File: src/hdl/deflate_sym_pkg.sv
// Symbol side of the fixed-table DEFLATE encoder
// Match length is limited to 3..64 and distance to 1..64
// Values outside these ranges are not encoded and must not be sent
package deflate_sym_pkg;

  //--------------------------------------------------
  // Input field widths
  //--------------------------------------------------
  localparam int unsigned LIT_DAT_WD = 8;
  // Wide enough to hold 64
  localparam int unsigned LEN_DAT_WD = 7;
  localparam int unsigned DIS_DAT_WD = 7;

  //--------------------------------------------------
  // Legal ranges
  //--------------------------------------------------
  localparam logic [LEN_DAT_WD-1:0] LEN_MIN = 7'd3;
  localparam logic [LEN_DAT_WD-1:0] LEN_MAX = 7'd64;
  localparam logic [DIS_DAT_WD-1:0] DIS_MIN = 7'd1;
  localparam logic [DIS_DAT_WD-1:0] DIS_MAX = 7'd64;

  // Kind of symbol on the input stream
  typedef enum logic [0:0] {
    OP_LITERAL = 1'b0,
    OP_MATCH   = 1'b1
  } sym_op_e;

endpackage

File: src/hdl/deflate_code_pkg.sv
// Code side of the fixed-table DEFLATE encoder
// Codes are right-aligned, Huffman bits above the extra bits
// Extra bits are already bit-reversed, ready for an LSB-first packer
// No end-of-block symbol and no dynamic tables
package deflate_code_pkg;

  //--------------------------------------------------
  // Code widths
  //--------------------------------------------------
  localparam int unsigned LIT_CODE_WD = 9;
  // 7 Huffman bits + 3 extra bits
  localparam int unsigned LEN_CODE_WD = 10;
  // 5 Huffman bits + 4 extra bits
  localparam int unsigned DIS_CODE_WD = 9;

  localparam int unsigned LEN_HUFF_WD = 7;
  localparam int unsigned DIS_HUFF_WD = 5;

  // Full match word, length code above distance code
  localparam int unsigned CODE_WD = LEN_CODE_WD + DIS_CODE_WD;
  localparam int unsigned WIDTH_WD = 5;

  //--------------------------------------------------
  // Fixed literal table
  //--------------------------------------------------
  // Last literal with an 8-bit code
  localparam logic [7:0] LIT_SPLIT = 8'd143;
  // Code of literal 0
  localparam logic [LIT_CODE_WD-1:0] LIT_LO_BASE = 9'h030;
  // Code of literal 144
  localparam logic [LIT_CODE_WD-1:0] LIT_HI_BASE = 9'h190;

  typedef logic [CODE_WD-1:0]  code_t;
  typedef logic [WIDTH_WD-1:0] width_t;

endpackage

File: src/hdl/lit_encoder.sv
// Fixed Huffman code of a literal byte
// Result updates only on advance_i, there is no valid bit here
// The packer keeps track of whether the result is live
module lit_encoder (
  input  logic                                    clk_i,
  input  logic                                    advance_i,
  input  logic [deflate_sym_pkg::LIT_DAT_WD-1:0]  lit_i,
  output logic [deflate_code_pkg::LIT_CODE_WD-1:0] lit_code_o,
  output deflate_code_pkg::width_t                lit_width_o
);

  logic [deflate_sym_pkg::LIT_DAT_WD-1:0]   lit_off;
  logic [deflate_code_pkg::LIT_CODE_WD-1:0] lit_code;
  deflate_code_pkg::width_t                 lit_width;

  // Offset into the upper table, starting at literal 144
  assign lit_off = lit_i - deflate_code_pkg::LIT_SPLIT - 8'd1;

  always_comb begin
    if (lit_i <= deflate_code_pkg::LIT_SPLIT) begin
      lit_code  = deflate_code_pkg::LIT_LO_BASE + {1'b0, lit_i};
      lit_width = deflate_code_pkg::width_t'(deflate_code_pkg::LIT_CODE_WD - 1);
    end else begin
      lit_code  = deflate_code_pkg::LIT_HI_BASE + {1'b0, lit_off};
      lit_width = deflate_code_pkg::width_t'(deflate_code_pkg::LIT_CODE_WD);
    end
  end

  //--------------------------------------------------
  // Stage 1 register
  //--------------------------------------------------
  always_ff @(posedge clk_i) begin
    if (advance_i) begin
      lit_code_o  <= lit_code;
      lit_width_o <= lit_width;
    end
  end

endmodule

File: src/hdl/match_encoder.sv
// Fixed encoding of a length/distance pair
// Only length 3..64 and distance 1..64 give a valid code
// Extra bits come out reversed, below the Huffman bits
// Result updates only on advance_i
module match_encoder (
  input  logic                                     clk_i,
  input  logic                                     advance_i,
  input  logic [deflate_sym_pkg::LEN_DAT_WD-1:0]   len_i,
  input  logic [deflate_sym_pkg::DIS_DAT_WD-1:0]   dis_i,
  output logic [deflate_code_pkg::LEN_CODE_WD-1:0] len_code_o,
  output deflate_code_pkg::width_t                 len_width_o,
  output logic [deflate_code_pkg::DIS_CODE_WD-1:0] dis_code_o,
  output deflate_code_pkg::width_t                 dis_width_o
);

  logic [2:0]                                len_ext;
  logic [deflate_sym_pkg::LEN_DAT_WD-1:0]    len_base;
  logic [deflate_code_pkg::LEN_HUFF_WD-1:0]  len_start;
  logic [deflate_sym_pkg::LEN_DAT_WD-1:0]    len_off;
  logic [deflate_sym_pkg::LEN_DAT_WD-1:0]    len_shift;
  logic [deflate_code_pkg::LEN_HUFF_WD-1:0]  len_huff;
  logic [3:0]                                len_rev;
  logic [deflate_code_pkg::LEN_CODE_WD-1:0]  len_code;
  deflate_code_pkg::width_t                  len_width;

  logic [2:0]                                dis_ext;
  logic [deflate_sym_pkg::DIS_DAT_WD-1:0]    dis_base;
  logic [deflate_code_pkg::DIS_HUFF_WD-1:0]  dis_start;
  logic [deflate_sym_pkg::DIS_DAT_WD-1:0]    dis_off;
  logic [deflate_sym_pkg::DIS_DAT_WD-1:0]    dis_shift;
  logic [deflate_code_pkg::DIS_HUFF_WD-1:0]  dis_huff;
  logic [3:0]                                dis_rev;
  logic [deflate_code_pkg::DIS_CODE_WD-1:0]  dis_code;
  deflate_code_pkg::width_t                  dis_width;

  // Keep the low cnt bits and mirror them, left-aligned in 4 bits
  function automatic logic [3:0] rev_extra(input logic [3:0] off, input logic [2:0] cnt);
    logic [3:0] mask;
    logic [3:0] rev;
    mask = (4'b0001 << cnt) - 4'b0001;
    for (int i = 0; i < 4; i++) begin
      rev[i] = off[3-i] & mask[3-i];
    end
    return rev;
  endfunction

  //--------------------------------------------------
  // Length tiers
  //--------------------------------------------------
  always_comb begin
    if (len_i <= 7'd10) begin
      len_ext   = 3'd0;
      len_base  = deflate_sym_pkg::LEN_MIN;
      len_start = 7'd1;
    end else if (len_i <= 7'd18) begin
      len_ext   = 3'd1;
      len_base  = 7'd11;
      len_start = 7'd9;
    end else if (len_i <= 7'd34) begin
      len_ext   = 3'd2;
      len_base  = 7'd19;
      len_start = 7'd13;
    end else begin
      len_ext   = 3'd3;
      len_base  = 7'd35;
      len_start = 7'd17;
    end
  end

  assign len_off   = len_i - len_base;
  assign len_shift = len_off >> len_ext;
  assign len_huff  = len_start + len_shift;
  assign len_rev   = rev_extra({1'b0, len_off[2:0]}, len_ext);
  // Shifting the joined word right drops the unused extra positions
  assign len_code  = {len_huff, len_rev[3:1]} >> (3'd3 - len_ext);
  assign len_width = deflate_code_pkg::width_t'(deflate_code_pkg::LEN_HUFF_WD)
                   + deflate_code_pkg::width_t'(len_ext);

  //--------------------------------------------------
  // Distance tiers
  //--------------------------------------------------
  always_comb begin
    if (dis_i <= 7'd4) begin
      dis_ext   = 3'd0;
      dis_base  = deflate_sym_pkg::DIS_MIN;
      dis_start = 5'd0;
    end else if (dis_i <= 7'd8) begin
      dis_ext   = 3'd1;
      dis_base  = 7'd5;
      dis_start = 5'd4;
    end else if (dis_i <= 7'd16) begin
      dis_ext   = 3'd2;
      dis_base  = 7'd9;
      dis_start = 5'd6;
    end else if (dis_i <= 7'd32) begin
      dis_ext   = 3'd3;
      dis_base  = 7'd17;
      dis_start = 5'd8;
    end else begin
      dis_ext   = 3'd4;
      dis_base  = 7'd33;
      dis_start = 5'd10;
    end
  end

  assign dis_off   = dis_i - dis_base;
  assign dis_shift = dis_off >> dis_ext;
  assign dis_huff  = dis_start + dis_shift[deflate_code_pkg::DIS_HUFF_WD-1:0];
  assign dis_rev   = rev_extra(dis_off[3:0], dis_ext);
  assign dis_code  = {dis_huff, dis_rev} >> (3'd4 - dis_ext);
  assign dis_width = deflate_code_pkg::width_t'(deflate_code_pkg::DIS_HUFF_WD)
                   + deflate_code_pkg::width_t'(dis_ext);

  // Stage 1 register
  always_ff @(posedge clk_i) begin
    if (advance_i) begin
      len_code_o  <= len_code;
      len_width_o <= len_width;
      dis_code_o  <= dis_code;
      dis_width_o <= dis_width;
    end
  end

endmodule

File: src/hdl/code_packer.sv
// Pipeline control and output packing
// Stage 1 is this valid/op pair plus the encoder registers
// Stage 2 is the output register, held while out_ready_i is low
// A match word is the length code above the distance code
module code_packer (
  input  logic                                     clk_i,
  input  logic                                     rst_n_i,
  input  logic                                     in_valid_i,
  input  deflate_sym_pkg::sym_op_e                 in_op_i,
  output logic                                     in_ready_o,
  output logic                                     advance_o,
  input  logic [deflate_code_pkg::LIT_CODE_WD-1:0] lit_code_i,
  input  deflate_code_pkg::width_t                 lit_width_i,
  input  logic [deflate_code_pkg::LEN_CODE_WD-1:0] len_code_i,
  input  deflate_code_pkg::width_t                 len_width_i,
  input  logic [deflate_code_pkg::DIS_CODE_WD-1:0] dis_code_i,
  input  deflate_code_pkg::width_t                 dis_width_i,
  input  logic                                     out_ready_i,
  output logic                                     out_valid_o,
  output deflate_code_pkg::code_t                  code_o,
  output deflate_code_pkg::width_t                 width_o
);

  logic                     s1_valid_q;
  deflate_sym_pkg::sym_op_e s1_op_q;
  logic                     s2_valid_q;
  deflate_code_pkg::code_t  s2_code_q;
  deflate_code_pkg::width_t s2_width_q;

  logic                     advance;
  deflate_code_pkg::code_t  pack_code;
  deflate_code_pkg::width_t pack_width;

  // Stage 1 may move when it is empty or stage 2 can take it
  assign advance    = !s2_valid_q || out_ready_i || !s1_valid_q;
  assign advance_o  = advance;
  assign in_ready_o = advance;

  always_comb begin
    case (s1_op_q)
      deflate_sym_pkg::OP_MATCH: begin
        pack_code  = (deflate_code_pkg::code_t'(len_code_i) << dis_width_i)
                   | deflate_code_pkg::code_t'(dis_code_i);
        pack_width = len_width_i + dis_width_i;
      end
      default: begin
        pack_code  = deflate_code_pkg::code_t'(lit_code_i);
        pack_width = lit_width_i;
      end
    endcase
  end

  //--------------------------------------------------
  // Stage 1 valid and op
  //--------------------------------------------------
  always_ff @(posedge clk_i) begin
    if (!rst_n_i) begin
      s1_valid_q <= 1'b0;
    end else if (advance) begin
      s1_valid_q <= in_valid_i;
    end
  end

  always_ff @(posedge clk_i) begin
    if (advance) begin
      s1_op_q <= in_op_i;
    end
  end

  //--------------------------------------------------
  // Stage 2 output register
  //--------------------------------------------------
  always_ff @(posedge clk_i) begin
    if (!rst_n_i) begin
      s2_valid_q <= 1'b0;
    end else if (s1_valid_q && advance) begin
      s2_valid_q <= 1'b1;
    end else if (out_ready_i) begin
      s2_valid_q <= 1'b0;
    end
  end

  always_ff @(posedge clk_i) begin
    if (s1_valid_q && advance) begin
      s2_code_q  <= pack_code;
      s2_width_q <= pack_width;
    end
  end

  assign out_valid_o = s2_valid_q;
  assign code_o      = s2_code_q;
  assign width_o     = s2_width_q;

endmodule

File: src/hdl/huffman_fixed.sv
// Fixed-table DEFLATE symbol encoder with valid/ready on both sides
// Two cycles from input transfer to output valid, one symbol per cycle
// Output is one right-aligned code word and its width, no byte packing
module huffman_fixed (
  input  logic                                   clk_i,
  input  logic                                   rst_n_i,
  input  logic                                   in_valid_i,
  output logic                                   in_ready_o,
  input  deflate_sym_pkg::sym_op_e               in_op_i,
  input  logic [deflate_sym_pkg::LIT_DAT_WD-1:0] lit_i,
  input  logic [deflate_sym_pkg::LEN_DAT_WD-1:0] len_i,
  input  logic [deflate_sym_pkg::DIS_DAT_WD-1:0] dis_i,
  input  logic                                   out_ready_i,
  output logic                                   out_valid_o,
  output deflate_code_pkg::code_t                code_o,
  output deflate_code_pkg::width_t               width_o
);

  logic                                     advance;
  logic [deflate_code_pkg::LIT_CODE_WD-1:0] lit_code;
  deflate_code_pkg::width_t                 lit_width;
  logic [deflate_code_pkg::LEN_CODE_WD-1:0] len_code;
  deflate_code_pkg::width_t                 len_width;
  logic [deflate_code_pkg::DIS_CODE_WD-1:0] dis_code;
  deflate_code_pkg::width_t                 dis_width;

  lit_encoder u_lit_encoder (
    .clk_i       (clk_i),
    .advance_i   (advance),
    .lit_i       (lit_i),
    .lit_code_o  (lit_code),
    .lit_width_o (lit_width)
  );

  match_encoder u_match_encoder (
    .clk_i       (clk_i),
    .advance_i   (advance),
    .len_i       (len_i),
    .dis_i       (dis_i),
    .len_code_o  (len_code),
    .len_width_o (len_width),
    .dis_code_o  (dis_code),
    .dis_width_o (dis_width)
  );

  // Owns the handshake and the output register
  code_packer u_code_packer (
    .clk_i       (clk_i),
    .rst_n_i     (rst_n_i),
    .in_valid_i  (in_valid_i),
    .in_op_i     (in_op_i),
    .in_ready_o  (in_ready_o),
    .advance_o   (advance),
    .lit_code_i  (lit_code),
    .lit_width_i (lit_width),
    .len_code_i  (len_code),
    .len_width_i (len_width),
    .dis_code_i  (dis_code),
    .dis_width_i (dis_width),
    .out_ready_i (out_ready_i),
    .out_valid_o (out_valid_o),
    .code_o      (code_o),
    .width_o     (width_o)
  );

endmodule

File: config.mk
export PLATFORM = sky130hd
export DESIGN_NAME = huffman_fixed
export DESIGN_NICKNAME = d
export VERILOG_FILES = /design/src/hdl/deflate_sym_pkg.sv /design/src/hdl/deflate_code_pkg.sv /design/src/hdl/lit_encoder.sv /design/src/hdl/match_encoder.sv /design/src/hdl/code_packer.sv /design/src/hdl/huffman_fixed.sv
export SDC_FILE = /design/constraint.sdc
export NUM_CORES = 1
export LEC_CHECK = 0
export ABC_AREA = 1
export ABC_CLOCK_PERIOD_IN_PS = 11900
export BUFFER_PORTS_ARGS = -buffer_cell sky130_fd_sc_hd__buf_2
export CAP_MARGIN = 20
export CELL_PAD_IN_SITES_DETAIL_PLACEMENT = 2
export CELL_PAD_IN_SITES_GLOBAL_PLACEMENT = 2
export CORE_UTILIZATION = 38
export CTS_CLUSTER_SIZE = 30
export DETAILED_ROUTE_END_ITERATION = 10
export PLACE_DENSITY_LB_ADDON = 0.15
export SKIP_LAST_GASP = 1
export SLEW_MARGIN = 15
export SYNTH_ARGS = -nofsm -noshare
export SYNTH_HDL_FRONTEND = slang
export SYNTH_HIERARCHICAL = 1
export SYNTH_SLANG_ARGS = --single-unit
File: constraint.sdc
create_clock -name clk_i -period 11.9 [get_ports clk_i]
set_clock_uncertainty 0.15 [all_clocks]
set_input_delay 3.57 -clock clk_i [delete_from_list [all_inputs] [get_ports clk_i]]
set_output_delay 3.57 -clock clk_i [all_outputs]
set_load 0.05 [all_outputs]
**Word level (Yosys, flattened, before mapping)**

Index checks and enable logic that the tools add are counted.
W data, S select, Z words.

- Add/sub/neg operators: 15
- Magnitude comparators: 8
- Shift operators: 7
- Muxes and demuxes: 27
- Bitwise gates (word level): 8
- Reductions and logical operators: 6

Operators by type and width:

| kind | count |
|---|---|
| $mux W7 | 7 |
| $mux W5 | 5 |
| $or A19 B9 Y19 | 1 |
| $shl A10 B5 Y19 | 1 |
| $mux W3 | 6 |
| $mux W9 | 2 |
| $le A7 B4 Y1 const B | 2 |
| $le A7 B5 Y1 const B | 2 |
| $le A7 B6 Y1 const B | 2 |
| $sub A7 B7 Y7 | 2 |
| $mux W6 | 2 |
| $add A5 B5 Y5 | 2 |
| $shr A10 B3 Y10 | 1 |
| $add A6 B8 Y9 const A | 1 |
| $add A9 B8 Y9 const A | 1 |
| $shr A9 B3 Y9 | 1 |
| $add A3 B3 Y4 const A | 2 |
| $le A8 B8 Y1 const B | 1 |
| $sub A8 B1 Y8 const B | 1 |
| $sub A8 B8 Y8 const B | 1 |
| $add A7 B7 Y7 | 1 |
| $and A1 B1 Y1 | 7 |
| $le A7 B3 Y1 const B | 1 |
| $shr A7 B3 Y5 | 1 |
| 13 further kinds | 18 |

- Register bits after elaboration: 70
- Logic and storage cells: 83

**Depth between registers and ports, before layout**

- Word-level depth: 9
- Gate-level depth with buffers: 27

**Modules after synthesis**

Netlist, hierarchy kept.

Modules (own cells, without submodules):

| module | instances | cells each | area an instance (µm²) | seq. area each (µm²) |
|---|---|---|---|---|
| match_encoder | 1 | 391 | 2847.7 | 810.8 |
| code_packer | 1 | 232 | 1861.8 | 790.8 |
| lit_encoder | 1 | 51 | 500.5 | 300.3 |

**Least setup slack after synthesis**

No wires, ideal clock.

- Path type: input -> output
- Start point: input out_ready_i
- End point: output in_ready_o
- Arrival: 5104 ps
- Data required time: 8180 ps
- Path slack: 3076 ps
- Stages: 3
- Buffers on the path: 1
- Cell sequence: inv_1 nand3_1 buf_4

- Word-level cells in the longest chain between the ends: 2

RTL lines:

| item | RTL line | RTL |
|---|---|---|
| start, declared | huffman_fixed.sv:13 | `input logic out_ready_i,` |
| $logic_or A1 B1 Y1 (2 in series) | code_packer.sv:35 | `assign advance = !s2_valid_q \|\| out_ready_i \|\| !s1_valid_q;` |
| end, declared | huffman_fixed.sv:8 | `output logic in_ready_o,` |

No other way between the ends.

**Worst setup path after layout**

Same ends and word-level chain as after synthesis.

==> run summary <==
* **post-route worst setup slack** 3.567 ns
* **share of flip-flops with an asynchronous set or reset after synthesis** 0%
* **number of global-route vias before repair** 5132
* **number of port buffers** 52
* **shortest clock period the worst path allows after layout** 8.333 ns
* **Sum Neg Setup Slack** 0 ns
* **WHS** 0.3834 ns
* **clock buffer count from CTS** 9
* **proportion of synthesized chip area in sequential cells** 36.50%
* **Detail Route Antenna Nets** 0
* **total routing usage reported by global routing** 23.07%
* **type of the setup path with the least slack** primary input to output port
* **later-pin clock latency in the skew report** 0.33 ns
* **routed vias/inst** 5.278
* **cell count after synthesis** 674
* **number of flops mapped to enable cells by yosys** 62
* **grt total ovfl** 0
* **# setup viols final** 0
* **sum of internal, switching and leakage power** 840.2 µW
* **Max-Slew Margin vs Limit** 60.62%
* **number of violations of the max-capacitance limit** 0
* **count of nets after finishing** 776
* **share of the synthesized area in the top cell type** 35.73%
* **CTS H-tree depth** 3
* **area share of and/or/nand/nor cells after synthesis** 32.56%
* **Die Wd** 119.1 µm
* **compound-gate portion of the synthesized area** 11.26%
* **type of the tightest min-delay check** register to register
* **Core Box Area** 13300 µm²
* **CP Launch Type** primary input
* **slew at the pin closest to its max-slew limit** 0.5906 ns
* **total via count in the routed design** 4750
* **growth of design area from synthesis to finish** 11.98%
* **Peak supply drop** 0.00004686 V
* **Yosys warnings** 6
* **post-cts hold buffer count** 0
* **fraction of layout cells with a size suffix above 1** 19.48%
* **total DRC errors in the routed layout** 0
* **global-route wire length before repair** 25.81 mm
* **I/O pins** 53
* **area share of xor/xnor cells in the synthesized design** 1.849%
* **global placement routability congestion** 0.8400
* **number of unique standard cell types used by synthesis** 52
* **status** finished clean
* **clock edge transition at the registers on the reported setup and hold paths** 0.05 ns
* **main flop type after synthesis** sky130_fd_sc_hd__edfxtp_1
* **PwrDens** 144.0 nW/µm²
* **number of synthesized register bits** 64
* **Yosys top cell by area** sky130_fd_sc_hd__edfxtp_1
* **cell types occupying the most area after synthesis** sky130_fd_sc_hd__edfxtp_1, sky130_fd_sc_hd__nand2_1, sky130_fd_sc_hd__nand3_1, sky130_fd_sc_hd__ha_1, sky130_fd_sc_hd__inv_1
* **number of setup buffers added after CTS** 0
* **HPWL reported at the end of detailed placement** 12.16 mm
* **pre-CTS setup slack** 3.550 ns
* **unrepaired setup endpoints after global routing** no
* **Detailed Routing Iterations Pass 1** 4
* **DIE AREA** 14180 µm²
* **antenna violations before repair** 0
* **Core Rows** 42
* **fin util** 43.88%
* **maximum fanout encountered on the critical timing path** 40
* **Critical Path End Type** output port
* **adder-cell share of the synthesized area** 7.493%
* **effective utilization at floorplan** 39.19%
* **drt first-iter violations** 179
* **number of clock sinks** 64
* **Antenna Diode Count** 0
* **data arrival time of the worst path** 4.61 ns
* **vertical extent of the die** 119.1 µm
* **WL final** 15.51 mm
* **proportion of synthesized area in mux cells** 0.1921%
* **final clock period utilization by the worst path** 70.02%
* **leakage power** 0.002780 µW
* **average cell area after synthesis** 7.730 µm²
* **required arrival time at the worst endpoint** 8.18 ns
* **Post-Synthesis Cell Area** 5210 µm²
* **Max Slew Vio Count** 0
* **maximum buffer depth of the clock tree** 2
* **TritonCTS clock tree** built
* **wire length per cell after detailed routing** 17.23 µm
* **largest net degree at the start of global routing** 41
* **combinational family with the most area after synthesis** simple AND/OR/NAND/NOR gates
* **number of hold violations in the final report** 0
* **Clock Root Buffer** sky130_fd_sc_hd__clkbuf_16
* **Max Clk Rate** 120.0 MHz
* **quantity of gates resized following cts** 0
-- logic make-up after synthesis --
kind of cell | Yosys count
compound gates | 94
xor+xnor | 11
fa+ha+maj | 30
buf+inv | 112
flops | 64
mux | 1
other cells | 3
simple gates | 359
-- flip-flops by register name, indices dropped and copies added (netlist names) --
register                     cells
u_code_packer/s1_valid_q         1
u_match_encoder/dis_code_o       9
u_code_packer/out_valid_o        1
u_lit_encoder/lit_code_o         9
u_code_packer/width_o            5
u_match_encoder/len_width_o      4
u_code_packer/code_o            19
u_lit_encoder/lit_width_o        1
u_match_encoder/dis_width_o      4
u_match_encoder/len_code_o      10
u_code_packer/s1_op_q            1
-- stage by stage --
stage	cells	cell area [µm²]
floorplan	678	5225
global placement	884	5553
detailed placement	884	5553
CTS	900	5834
global route	900	5834
finish	900	5834
-- cells in the mapped netlist (10+ instances only) --
| cell type | number |
|---|---|
| sky130_fd_sc_hd__a21oi_1 | 28 |
| sky130_fd_sc_hd__a21oi_2 | 10 |
| sky130_fd_sc_hd__edfxtp_1 | 62 |
| sky130_fd_sc_hd__ha_1 | 28 |
| sky130_fd_sc_hd__inv_1 | 74 |
| sky130_fd_sc_hd__inv_2 | 10 |
| sky130_fd_sc_hd__nand2_1 | 188 |
| sky130_fd_sc_hd__nand2_2 | 17 |
| sky130_fd_sc_hd__nand3_1 | 72 |
| sky130_fd_sc_hd__nand3_2 | 14 |
| sky130_fd_sc_hd__nand4_1 | 13 |
| sky130_fd_sc_hd__nor2_1 | 34 |
| sky130_fd_sc_hd__o21ai_0 | 29 |
-- critical path, cell delays in order --
cell and delay (ns):
sky130_fd_sc_hd__buf_2 0.07, sky130_fd_sc_hd__inv_1 0.07, sky130_fd_sc_hd__nand3_2 0.06, sky130_fd_sc_hd__buf_4 0.43
sky130_fd_sc_hd__buf_2 0.37
-- layer usage --
layer	share of wire (%)	track usage, %	wire length [µm]	vias up
met2	52	42.73	8123	88
met1	43	27.25	6675	2312
met4	1.8	7.358	278	0
met5	0	0	0	-
met3	2.8	3.065	431	17
li1	-	-	-	2333
-- layout make-up --
cell class              count  area (µm²)
clock inverters             4       45.04
fillers                  1585        7461
clock buffers              12       236.5
flip-flops and latches     64        1902
inverters                  88       340.3
repair buffers             54       275.3
well taps                 176       220.2
multi-input cells         502        2815
-- worst paths after layout --
check | from | end | slack [ns] | cells after the start
worst min register to register | u_code_packer/s1_valid_q | u_code_packer/out_valid_o | 0.38 | 2
worst max register to register | u_match_encoder/dis_width_o[0] | u_code_packer/width_o[2] | 9.74 | 5
worst min-delay path | u_code_packer/s1_valid_q | u_code_packer/out_valid_o | 0.38 | 2
worst max-delay path | out_ready_i | in_ready_o | 3.57 | 5
-- cell usage in the layout (no fill, tap or decap), drive strengths merged --
cell / instances
a21o: 1
a21oi: 39
a311oi: 1
a31oi: 3
and3: 1
buf: 54
bufinv: 1
clkbuf: 12
clkinv: 6
conb: 7
dfxtp: 2
edfxtp: 62
fa: 2
ha: 28
inv: 85
mux2i: 1
nand2: 207
nand3: 87
nand3b: 4
nand4: 14
nor2: 40
nor3: 2
o211ai: 5
o21a: 1
o21ai: 39
o21bai: 1
o221ai: 2
o22ai: 1
o2bb2ai: 1
or2: 4
xnor2: 4
xor2: 7
-- power breakdown --
part | switching (µW) | internal (µW)
Clock | 90.4 | 161
Combinational | 194 | 89.7
Sequential | 19.1 | 286
Power figures use the tool's default switching activity.
